<file path="src/common/icache_macros.svh">
// cache geometry and RV32 field macros included by the icache package and every icache module
`ifndef ICACHE_MACROS_SVH
`define ICACHE_MACROS_SVH

// cache geometry
`define ICACHE_TAG_WIDTH 4
`define ICACHE_ENTRIES 64
`define ICACHE_BLOCK_WORDS 4
`define ICACHE_LINES (`ICACHE_ENTRIES / `ICACHE_BLOCK_WORDS)

// derived address widths for the word address {tag, index, offset}
`define ICACHE_PC_WIDTH (`ICACHE_TAG_WIDTH + $clog2(`ICACHE_ENTRIES))
`define ICACHE_INDEX_WIDTH ($clog2(`ICACHE_LINES))
`define ICACHE_OFFSET_WIDTH ($clog2(`ICACHE_BLOCK_WORDS))

// RV32 instruction word and opcode field
`define ICACHE_XLEN 32
`define ICACHE_OPCODE_WIDTH 7
`define ICACHE_OP_BRANCH 7'b1100011
`define ICACHE_OP_JAL 7'b1101111
`define ICACHE_OP_JALR 7'b1100111

// immediate widths without the sign bit
`define ICACHE_BIMM_WIDTH 12
`define ICACHE_JIMM_WIDTH 20

// immediate extract and inject where bit 0 of the value is always zero
`define ICACHE_BIMM_EXTRACT(i) {i[31], i[7], i[30:25], i[11:8], 1'b0}
`define ICACHE_JIMM_EXTRACT(i) {i[31], i[19:12], i[20], i[30:21], 1'b0}
`define ICACHE_BIMM_INJECT(i, v) {v[12], v[10:5], i[24:12], v[4:1], v[11], i[6:0]}
`define ICACHE_JIMM_INJECT(i, v) {v[20], v[10:1], v[11], v[19:12], i[11:0]}

`endif

</file>
<file path="src/common/icache_pkg.sv">
// shared vector types for the icache blocks, imported by each module header
`default_nettype none

`include "icache_macros.svh"

package icache_pkg;

  // one RV32 instruction word
  typedef logic [`ICACHE_XLEN-1:0] instr_t;

  // word address as seen by the fetch stage
  typedef logic [`ICACHE_PC_WIDTH-1:0] pc_t;

  // upper pc bits stored next to each line
  typedef logic [`ICACHE_TAG_WIDTH-1:0] tag_t;

  // line array address
  typedef logic [`ICACHE_INDEX_WIDTH-1:0] line_idx_t;

  // word position inside a line
  typedef logic [`ICACHE_OFFSET_WIDTH-1:0] blk_off_t;

  // low byte-address part of a branch target, imm width plus sign
  typedef logic [`ICACHE_BIMM_WIDTH:0] br_low_t;

  // low byte-address part of a jal target
  typedef logic [`ICACHE_JIMM_WIDTH:0] jal_low_t;

endpackage

`default_nettype wire

</file>
<file path="src/design/icache_fetch_top.sv">
// fetch-stage instruction cache, top level joining pre-decode, line store and target resolve
`default_nettype none

`include "icache_macros.svh"

module icache_fetch_top
  import icache_pkg::*;
(
  input  logic   clk_i,
  input  logic   network_reset_i,
  input  logic   v_i,
  input  logic   w_i,
  input  logic   flush_i,
  input  logic   read_pc_plus4_i,
  input  pc_t    w_pc_i,
  input  instr_t w_instr_i,
  input  pc_t    pc_i,
  input  pc_t    jalr_prediction_i,
  output instr_t instr_o,
  output pc_t    pred_or_jump_addr_o,
  output pc_t    pc_r_o,
  output logic   icache_miss_o,
  output logic   icache_flush_r_o
);

  // refill path
  instr_t inj_instr;
  logic   imm_sign;
  logic   low_cout;

  // latched line towards the result stage
  instr_t [`ICACHE_BLOCK_WORDS-1:0] line_instr;
  logic [`ICACHE_BLOCK_WORDS-1:0]   line_sign;
  logic [`ICACHE_BLOCK_WORDS-1:0]   line_cout;
  tag_t                             line_tag;
  pc_t                              pc_r;

  icache_predecode i_predecode (
    .w_pc_i      (w_pc_i),
    .w_instr_i   (w_instr_i),
    .inj_instr_o (inj_instr),
    .imm_sign_o  (imm_sign),
    .low_cout_o  (low_cout)
  );

  icache_line_store i_line_store (
    .clk_i            (clk_i),
    .network_reset_i  (network_reset_i),
    .v_i              (v_i),
    .w_i              (w_i),
    .flush_i          (flush_i),
    .read_pc_plus4_i  (read_pc_plus4_i),
    .w_pc_i           (w_pc_i),
    .pc_i             (pc_i),
    .inj_instr_i      (inj_instr),
    .imm_sign_i       (imm_sign),
    .low_cout_i       (low_cout),
    .line_instr_o     (line_instr),
    .line_sign_o      (line_sign),
    .line_cout_o      (line_cout),
    .line_tag_o       (line_tag),
    .pc_r_o           (pc_r),
    .icache_flush_r_o (icache_flush_r_o)
  );

  icache_target_resolve i_target_resolve (
    .pc_r_i              (pc_r),
    .line_instr_i        (line_instr),
    .line_sign_i         (line_sign),
    .line_cout_i         (line_cout),
    .line_tag_i          (line_tag),
    .jalr_prediction_i   (jalr_prediction_i),
    .instr_o             (instr_o),
    .pred_or_jump_addr_o (pred_or_jump_addr_o),
    .icache_miss_o       (icache_miss_o)
  );

  assign pc_r_o = pc_r;

endmodule

`default_nettype wire

</file>
<file path="src/icache/icache_line_store.sv">
// refill gather buffer, single-port line array and fetch pc register of the icache
`default_nettype none

`include "icache_macros.svh"

module icache_line_store
  import icache_pkg::*;
(
  input  logic                             clk_i,
  input  logic                             network_reset_i,
  input  logic                             v_i,
  input  logic                             w_i,
  input  logic                             flush_i,
  input  logic                             read_pc_plus4_i,
  input  pc_t                              w_pc_i,
  input  pc_t                              pc_i,
  input  instr_t                           inj_instr_i,
  input  logic                             imm_sign_i,
  input  logic                             low_cout_i,
  output instr_t [`ICACHE_BLOCK_WORDS-1:0] line_instr_o,
  output logic [`ICACHE_BLOCK_WORDS-1:0]   line_sign_o,
  output logic [`ICACHE_BLOCK_WORDS-1:0]   line_cout_o,
  output tag_t                             line_tag_o,
  output pc_t                              pc_r_o,
  output logic                             icache_flush_r_o
);

  // line array
  instr_t [`ICACHE_BLOCK_WORDS-1:0] instr_mem [`ICACHE_LINES];
  logic [`ICACHE_BLOCK_WORDS-1:0]   sign_mem [`ICACHE_LINES];
  logic [`ICACHE_BLOCK_WORDS-1:0]   cout_mem [`ICACHE_LINES];
  tag_t                             tag_mem [`ICACHE_LINES];

  // words 0 to N-2 of the line being refilled
  instr_t [`ICACHE_BLOCK_WORDS-2:0] buf_instr_r;
  logic [`ICACHE_BLOCK_WORDS-2:0]   buf_sign_r;
  logic [`ICACHE_BLOCK_WORDS-2:0]   buf_cout_r;

  blk_off_t  write_cnt_r;
  pc_t       pc_r;
  logic      flush_r;
  logic      last_word;
  logic      buf_we;
  logic      mem_we;
  logic      mem_re;
  line_idx_t w_idx;
  line_idx_t r_idx;
  line_idx_t mem_addr;
  tag_t      w_tag;

  assign w_idx = w_pc_i[`ICACHE_OFFSET_WIDTH +: `ICACHE_INDEX_WIDTH];
  assign w_tag = w_pc_i[`ICACHE_OFFSET_WIDTH + `ICACHE_INDEX_WIDTH +: `ICACHE_TAG_WIDTH];
  assign r_idx = pc_i[`ICACHE_OFFSET_WIDTH +: `ICACHE_INDEX_WIDTH];

  // single port, refill index wins on writes
  assign mem_addr = w_i ? w_idx : r_idx;

  assign last_word = write_cnt_r == blk_off_t'(`ICACHE_BLOCK_WORDS - 1);
  assign buf_we    = v_i & w_i & ~last_word;
  assign mem_we    = v_i & w_i & last_word;

  // skip the read when moving sequentially off an even word
  assign mem_re = v_i & ~w_i & (pc_r[0] | ~read_pc_plus4_i);

  // refill word counter, wraps at the end of a line
  always_ff @(posedge clk_i) begin
    if (network_reset_i) begin
      write_cnt_r <= '0;
    end else if (v_i & w_i) begin
      write_cnt_r <= write_cnt_r + 1'b1;
    end
  end

  always_ff @(posedge clk_i) begin
    if (buf_we) begin
      buf_instr_r[write_cnt_r] <= inj_instr_i;
      buf_sign_r[write_cnt_r]  <= imm_sign_i;
      buf_cout_r[write_cnt_r]  <= low_cout_i;
    end
  end

  // array access, output holds the last line read
  always_ff @(posedge clk_i) begin
    if (mem_we) begin
      instr_mem[mem_addr] <= {inj_instr_i, buf_instr_r};
      sign_mem[mem_addr]  <= {imm_sign_i, buf_sign_r};
      cout_mem[mem_addr]  <= {low_cout_i, buf_cout_r};
      tag_mem[mem_addr]   <= w_tag;
    end else if (mem_re) begin
      line_instr_o <= instr_mem[mem_addr];
      line_sign_o  <= sign_mem[mem_addr];
      line_cout_o  <= cout_mem[mem_addr];
      line_tag_o   <= tag_mem[mem_addr];
    end
  end

  // fetch pc and flush flag, flush cleared by every read
  always_ff @(posedge clk_i) begin
    if (network_reset_i) begin
      pc_r    <= '0;
      flush_r <= 1'b0;
    end else if (v_i & ~w_i) begin
      pc_r    <= pc_i;
      flush_r <= 1'b0;
    end else begin
      flush_r <= flush_i;
    end
  end

  assign pc_r_o           = pc_r;
  assign icache_flush_r_o = flush_r;

endmodule

`default_nettype wire

</file>
<file path="src/icache/icache_predecode.sv">
// refill-side pre-decoder, folds the low pc bits into branch and jal immediates before storage
`default_nettype none

`include "icache_macros.svh"

module icache_predecode
  import icache_pkg::*;
(
  input  pc_t    w_pc_i,
  input  instr_t w_instr_i,
  output instr_t inj_instr_o,
  output logic   imm_sign_o,
  output logic   low_cout_o
);

  localparam int BR_LW = `ICACHE_BIMM_WIDTH + 1;
  localparam int JAL_LW = `ICACHE_JIMM_WIDTH + 1;

  logic                     is_branch;
  logic                     is_jal;
  logic [`ICACHE_XLEN-1:0]  pc_byte;
  br_low_t                  br_imm;
  br_low_t                  br_pc;
  br_low_t                  br_sum;
  logic                     br_cout;
  jal_low_t                 jal_imm;
  jal_low_t                 jal_pc;
  jal_low_t                 jal_sum;
  logic                     jal_cout;

  assign is_branch = w_instr_i[`ICACHE_OPCODE_WIDTH-1:0] == `ICACHE_OP_BRANCH;
  assign is_jal    = w_instr_i[`ICACHE_OPCODE_WIDTH-1:0] == `ICACHE_OP_JAL;

  // byte address, zero extended so either low part can be cut from it
  assign pc_byte = {{(`ICACHE_XLEN - `ICACHE_PC_WIDTH - 2){1'b0}}, w_pc_i, 2'b00};

  assign br_imm  = `ICACHE_BIMM_EXTRACT(w_instr_i);
  assign jal_imm = `ICACHE_JIMM_EXTRACT(w_instr_i);
  assign br_pc   = pc_byte[BR_LW-1:0];
  assign jal_pc  = pc_byte[JAL_LW-1:0];

  // partial target adders, carry goes to the result stage
  assign {br_cout, br_sum}   = {1'b0, br_imm} + {1'b0, br_pc};
  assign {jal_cout, jal_sum} = {1'b0, jal_imm} + {1'b0, jal_pc};

  // sum bit 0 is always zero and is dropped by the inject
  always_comb begin
    if (is_branch) begin
      inj_instr_o = `ICACHE_BIMM_INJECT(w_instr_i, br_sum);
    end else if (is_jal) begin
      inj_instr_o = `ICACHE_JIMM_INJECT(w_instr_i, jal_sum);
    end else begin
      inj_instr_o = w_instr_i;
    end
  end

  // non-control words carry the jal view, never consumed on read
  assign imm_sign_o = is_branch ? br_imm[`ICACHE_BIMM_WIDTH] : jal_imm[`ICACHE_JIMM_WIDTH];
  assign low_cout_o = is_branch ? br_cout : jal_cout;

endmodule

`default_nettype wire

</file>
<file path="src/icache/icache_target_resolve.sv">
// read result stage, picks the fetched word and completes the predicted jump target
`default_nettype none

`include "icache_macros.svh"

module icache_target_resolve
  import icache_pkg::*;
(
  input  pc_t                              pc_r_i,
  input  instr_t [`ICACHE_BLOCK_WORDS-1:0] line_instr_i,
  input  logic [`ICACHE_BLOCK_WORDS-1:0]   line_sign_i,
  input  logic [`ICACHE_BLOCK_WORDS-1:0]   line_cout_i,
  input  tag_t                             line_tag_i,
  input  pc_t                              jalr_prediction_i,
  output instr_t                           instr_o,
  output pc_t                              pred_or_jump_addr_o,
  output logic                             icache_miss_o
);

  localparam int BR_LW = `ICACHE_BIMM_WIDTH + 1;
  localparam int JAL_LW = `ICACHE_JIMM_WIDTH + 1;

  blk_off_t                       off;
  instr_t                         word;
  logic                           sign;
  logic                           cout;
  logic                           sel_keep;
  logic                           sel_inc;
  logic [`ICACHE_XLEN-1:0]        pc_byte;
  logic [`ICACHE_XLEN-BR_LW-1:0]  br_hi;
  logic [`ICACHE_XLEN-JAL_LW-1:0] jal_hi;
  logic [`ICACHE_XLEN-BR_LW-1:0]  br_hi_adj;
  logic [`ICACHE_XLEN-JAL_LW-1:0] jal_hi_adj;
  logic [`ICACHE_XLEN-1:0]        br_target;
  logic [`ICACHE_XLEN-1:0]        jal_target;
  logic [`ICACHE_OPCODE_WIDTH-1:0] opcode;

  assign off    = pc_r_i[`ICACHE_OFFSET_WIDTH-1:0];
  assign word   = line_instr_i[off];
  assign sign   = line_sign_i[off];
  assign cout   = line_cout_i[off];
  assign opcode = word[`ICACHE_OPCODE_WIDTH-1:0];

  // high target part comes from the registered pc
  assign pc_byte = {{(`ICACHE_XLEN - `ICACHE_PC_WIDTH - 2){1'b0}}, pc_r_i, 2'b00};
  assign br_hi   = pc_byte[`ICACHE_XLEN-1:BR_LW];
  assign jal_hi  = pc_byte[`ICACHE_XLEN-1:JAL_LW];

  // high part moves by -sign + carry
  assign sel_keep = ~(sign ^ cout);
  assign sel_inc  = ~sign & cout;

  always_comb begin
    if (sel_keep) begin
      br_hi_adj  = br_hi;
      jal_hi_adj = jal_hi;
    end else if (sel_inc) begin
      br_hi_adj  = br_hi + 1'b1;
      jal_hi_adj = jal_hi + 1'b1;
    end else begin
      br_hi_adj  = br_hi - 1'b1;
      jal_hi_adj = jal_hi - 1'b1;
    end
  end

  // full byte targets
  assign br_target  = {br_hi_adj, `ICACHE_BIMM_EXTRACT(word)};
  assign jal_target = {jal_hi_adj, `ICACHE_JIMM_EXTRACT(word)};

  always_comb begin
    if (opcode == `ICACHE_OP_JAL) begin
      pred_or_jump_addr_o = jal_target[2 +: `ICACHE_PC_WIDTH];
    end else if (opcode == `ICACHE_OP_JALR) begin
      pred_or_jump_addr_o = jalr_prediction_i;
    end else begin
      pred_or_jump_addr_o = br_target[2 +: `ICACHE_PC_WIDTH];
    end
  end

  assign instr_o = word;

  assign icache_miss_o =
    line_tag_i != pc_r_i[`ICACHE_OFFSET_WIDTH + `ICACHE_INDEX_WIDTH +: `ICACHE_TAG_WIDTH];

endmodule

`default_nettype wire

</file>
<file path="config.mk">
export PLATFORM = sky130hd
export DESIGN_NAME = icache_fetch_top
export DESIGN_NICKNAME = d
export VERILOG_FILES = /design/src/common/icache_pkg.sv /design/src/design/icache_fetch_top.sv /design/src/icache/icache_line_store.sv /design/src/icache/icache_predecode.sv /design/src/icache/icache_target_resolve.sv
export VERILOG_INCLUDE_DIRS = /design/src /design/src/common
export SDC_FILE = /design/constraint.sdc
export NUM_CORES = 2
export LEC_CHECK = 0
export ABC_AREA = 0
export BUFFER_PORTS_ARGS = -buffer_cell sky130_fd_sc_hd__buf_2
export CAP_MARGIN = 20
export CORE_UTILIZATION = 35
export DETAILED_ROUTE_END_ITERATION = 6
export GPL_ROUTABILITY_DRIVEN = 0
export SETUP_SLACK_MARGIN = 0.1
export SLEW_MARGIN = 30
export SYNTH_ARGS = -nofsm -noshare
export SYNTH_HDL_FRONTEND = slang
export SYNTH_SLANG_ARGS = --single-unit
</file>
<file path="constraint.sdc">
create_clock -name clk_i -period 10.91 [get_ports clk_i]
set_input_delay 1.091 -clock clk_i [delete_from_list [all_inputs] [get_ports clk_i]]
set_output_delay 1.091 -clock clk_i [all_outputs]
set_load 0.01 [all_outputs]
</file>
# Word level (Yosys, flattened, before mapping)
# Memory sizes are Yosys's and may differ from the RTL's. A register that Yosys moved wholly into a read port is not among the register bits.
# Index checks and enable logic that the tools add are counted.
# Widths: inputs -> output; s select.
[word_totals]
ff_bits = 109
mem_bits_rw = 2112
in_bits = 68
mem_count = 2
[mem_list]
columns = ["name", "depth", "word_bits", "rd", "rd_ports_with_merged_regs", "wr", "line", "rtl"]
rows = [
  ["i_line_store.instr_mem", 16, 128, 1, 1, 1, "icache_line_store.sv:29", "instr_t [`ICACHE_BLOCK_WORDS-1:0] instr_mem [`ICACHE_LINES];"],
  ["i_line_store.tag_mem", 16, 4, 1, 1, 1, "icache_line_store.sv:32", "tag_t tag_mem [`ICACHE_LINES];"],
]
[classes]
addsub = 3
order_cmp = 3
eq_ne = 6
mux = 12
n_bitwise = 10
reduce_logical = 3
[ops]
columns = ["operator", "n"]
rows = [
  ["$mux 32", 4],
  ["$bwmux 96", 1],
  ["$bmux 32 s2", 1],
  ["$demux 32 s2", 1],
  ["$eq 7x7->1 const B", 4],
  ["$add 21x12->21", 1],
  ["$mux 10", 2],
  ["$add 13x12->13", 1],
  ["$lt 2x3->1 const B", 2],
  ["$and 1x1->1", 5],
  ["$mux 4", 1],
  ["$ne 4x4->1", 1],
  ["$not 1->1", 4],
  ["$add 2x1->2 const B", 1],
  ["$eq 2x2->1 const B", 1],
  ["$ge 2x1->1 const B", 1],
  ["$mux 1", 2],
  ["$reduce_and 2->1", 1],
  ["$reduce_or 2->1", 1],
  ["$logic_and 1x1->1", 1],
  ["$or 1x1->1", 1],
]

# Longest topological paths before layout
[depth]
ltp_word = 5
mapped_depth = 8

# Hierarchy
# Synthesis repeated with hierarchy kept, for this count alone.
[unflattened]
cells_unflattened = 7374
hier_area_um2 = 112455.4
[modules_own_cells]
columns = ["module", "instances", "cells_each", "area_per_inst_um2", "seq_area_each_um2"]
rows = [
  ["icache_line_store", 1, 7138, 110175.7, 74791.7],
  ["icache_predecode", 1, 174, 1261.2, 0.0],
  ["icache_target_resolve", 1, 62, 1018.5, 0.0],
]

# Worst setup path before layout
# Ideal clock, no wire load.
[synth_timing]
path_type = "input-to-reg"
startpoint = "input port w_i"
endpoint = "memory i_line_store.instr_mem[4][0] (netlist name), enable pin"
setup_ns = 0.786
arrival_time_ns = 11.166
required_ns = 10.124
path_slack_ns = -1.042
cell_stages = 6
n_path_buf = 4
path_cell_list = "buf_2 -> mux2_2 -> buf_2 -> clkbuf_1 -> buf_2 -> nor3_1"
[synth_between]
elab_chain_len = 4
word_cells_on_any_way = 5
classes_between = "3 x mux; 2 x bitwise"
[synth_lines]
columns = ["element", "line", "rtl"]
rows = [
  ["from (decl)", "icache_fetch_top.sv:12", "input logic w_i,"],
  ["$and 1x1->1 (2 in series)", "icache_line_store.sv:60", "assign mem_we = v_i & w_i & last_word;"],
  ["$mux 1", "icache_line_store.sv:84", "if (mem_we) begin"],
  ["$mux 1 (not written as such)", "icache_line_store.sv:85", "instr_mem[mem_addr] <= {inj_instr_i, buf_instr_r};"],
  ["to (decl)", "icache_line_store.sv:29", ""],
]
# Several ways; a longest one is shown, not always the timed one.

# Worst setup path after layout
[layout_timing]
startpoint = "register i_line_store.pc_r[0] (netlist: i_line_store.pc_r_o[0])"
endpoint = "output port pred_or_jump_addr_o[6]"
[layout_between]
elab_chain_len = 5
word_cells_on_any_way = 6
classes_between = "2 x eq/ne; 4 x mux"
[layout_lines]
columns = ["element", "line", "rtl"]
rows = [
  ["from (decl)", "icache_line_store.sv:40", "pc_t pc_r;"],
  ["from (signal assigned)", "icache_line_store.sv:103", "pc_r <= pc_i;"],
  ["$bmux 32 s2 *", "icache_target_resolve.sv:39", "assign word = line_instr_i[off];"],
  ["$mux 32 (not written as such) *", "icache_target_resolve.sv:39", ""],
  ["$eq 7x7->1 (no line)", "-", ""],
  ["$mux 10", "icache_target_resolve.sv:73", "end else if (opcode == `ICACHE_OP_JALR) begin"],
  ["$mux 10 *", "icache_target_resolve.sv:71", "if (opcode == `ICACHE_OP_JAL) begin"],
  ["to (decl)", "icache_fetch_top.sv:20", "output pc_t pred_or_jump_addr_o,"],
]
# Every way passes the cells marked *; elsewhere a longest branch is shown, timed or not. The select of a mux whose other input is x is not followed.

==> metrics <==
outcome complete, no violations; PwrDens approximately 180 nW/µm²; syn_nets just over 4000; initial DRC count about 4200; TritonCTS buffer count between 200 and 250; largest net degree at the start of global routing 160; crit end category primary output; DIE HEIGHT between 500 and 600 µm; worst-margin pin slew approximately 1000 ps; Mean Syn Cell Area 22.0 µm²; final worst setup slack about 5500 ps; Seq cells post-synth around 2400; CP arrival ~4300 ps; number of synthesized flops with an enable pin 2340; DP Wirelength between 100 and 150 mm; Core Footprint 254000 µm²; Clk Latency, worst-skew pair 870 ps; most common cell in the netlist edfxtp_1; RSZ-0062 raised after global routing false; post-layout minimum cycle time roughly 5400 ps; DIE AREA around 260000 µm²; total iterations of the first detailed-routing run 5; port bufs 121; register area share after synthesis about 80%; TritonCTS clock tree yes; Finished Core Util 40.3%; area grow syn2layout 14.6%; root buffer cell clkbuf_16; Setup CP Type flip-flop to primary output; nets@finish around 4400; worst path required time between 9000 and 10000 ps; Cell variety after synth 51; yosys synthesis warning count 0; Post-CTS Hold Buffers 0; LEAKAGE 31.6 nW; WL/cell 27.3 µm; clock sink total roughly 2400; Max Cap Viol 0; FMAX about 190 MHz; H-tree depth 4; number of gates resized after cts 0; Top-Level Pins between 100 and 150; chip width 508 µm; clock-pin slew on the worst setup and hold paths about 60 ps; DR vias/cell ~5.4; CTS Buffer Depth 3; Finished Layout Cells roughly 7900; drt total wl ~220 mm; type of origin of the critical path flip-flop; Area after DPL between 90000 and 100000 µm²; Synth async-reset ratio 0%; post-route ant nets 0; placed cell count roughly 7400; Yosys top cell area share between 70 and 80%; Synth area leaders edfxtp_1 (79%), mux4_2 (14%), nand2_1 (1.3%), a211oi_1 (1.1%), and2_1 (0.94%); Final Cycle Share around half; ys flop type edfxtp_1; Vias between 40000 and 50000; Worst VDD drop ~0.00016 V; Mapped Cells 4060; row count roughly 190; worst min-delay path category input port to flip-flop; GRT Residual Overflow 0; Max-Slew Margin vs Limit slightly above 30%; crit-path max FO 20; vias in the first global route 43800; starting density of the core 35.2%; post-synthesis instance area about 90000 µm²; clk_skew between 40 and 50 ps; final setup vio count 0; Design Area, Final between 100000 and 150000 µm²; synth cell count leaders edfxtp_1 (2340), mux4_2 (560), nand2_1 (319); Place WS 5950 ps; gr usage total between 10% and 20%; final hold vios 0; DRC viols 0; initial antenna violation count 21; max-slew violation count 0; cell taking the most area after synthesis edfxtp_1; Setup Fix Bufs, Post-CTS 0; layout cells sized above 1 roughly a quarter; first-pass GRT wire length roughly 310 mm
cells in the final DEF (no fill, tap or decap), drive strengths merged, types with 11 or more instances in the layout:
cell type	instances
a211oi	134
a21oi	39
a31oi	132
and2	135
buf	238
bufinv	30
clkbuf	273
clkinv	116
dfxtp	13
edfxtp	2340
ha	18
mux4	560
nand2	319
nor2	21
nor3	11
sequential cells by signal (all words and copies together) (netlist names):
signal	count
i_line_store.line_tag_o	4
i_line_store.tag_mem	64
i_line_store.pc_r_o	10
i_line_store.instr_mem	2048
i_line_store.buf_instr_r	96
i_line_store.write_cnt_r	2
i_line_store.line_instr_o	128
i_line_store.icache_flush_r_o	1
cell type report:
type	count	area, µm²
inverter	4	15.0
sequential	2353	70500
fill	22200	152000
antenna	9	22.5
timing repair buffer	238	1940
multi-input combinational	1478	18200
clock buffer	273	5960
clock inverter	162	1680
tap	3366	4210
logic make-up after synthesis:
group | Yosys count | share of synthesized area (%)
and+or+nand+nor | 517 | 2.67
DFF | 2353 | 78.8
adders and majority gates | 20 | 0.296
buffers and inverters | 229 | 1.19
AOI/OAI and AO/OA | 347 | 2.59
xor gates and xnor gates | 19 | 0.186
muxes | 575 | 14.3
per-layer routing:
metal	vias to the layer above	track usage (%)	share of wire (%)
met5	-	0	0.037
met2	1420	28.4	50
met3	290	2.31	5.8
met4	12	4.59	2.5
met1	23100	22.4	41
li1	17500	-	-
worst max-delay path, stage by stage (launching register included):
cell and delay [ps]:
dfxtp_4 830, buf_4 600, mux4_2 640, nand2b_1 260
nor4_4 330, buf_6 240, mux2_1 330, buf_2 140
through the flow:
| stage | total power, mW | hold WS, ps | TNS, ps |
|---|---|---|---|
| 2_1_floorplan | 10.8 | 463 | -550290 |
| 3_3_place_gp | 11.2 | 442 | 0 |
| 3_5_place_dp | 11.2 | 455 | 0 |
| 4_1_cts | 19.1 | 392 | 0 |
| 5_1_grt | 19.5 | 446 | 0 |
| 6_report | 19.0 | 455 | 0 |
path summary, 6_finish.rpt:
| path | cells past startpoint | endpoint | startpoint | slack [ps] |
|---|---|---|---|---|
| setup reg to reg | 5 | i_line_store.line_instr_o[65] | i_line_store.pc_r_o[0] | 7210 |
| hold / removal | 3 | i_line_store.pc_r_o[6] | pc_i[6] | 450 |
| hold reg to reg | 2 | i_line_store.pc_r_o[5] | i_line_store.pc_r_o[5] | 460 |
| setup / recovery | 7 | pred_or_jump_addr_o[6] | i_line_store.pc_r_o[0] | 5530 |
report_power, final:
part	total [mW]	leakage, nW	switching, mW	internal (mW)
registers	9.99	21.2	0.0519	9.94
clock network	7.98	3.71	3.37	4.61
logic	0.984	6.75	0.572	0.411
total	19.0	31.6	3.99	15.0
No activity file was read; power rests on OpenSTA's default activity.
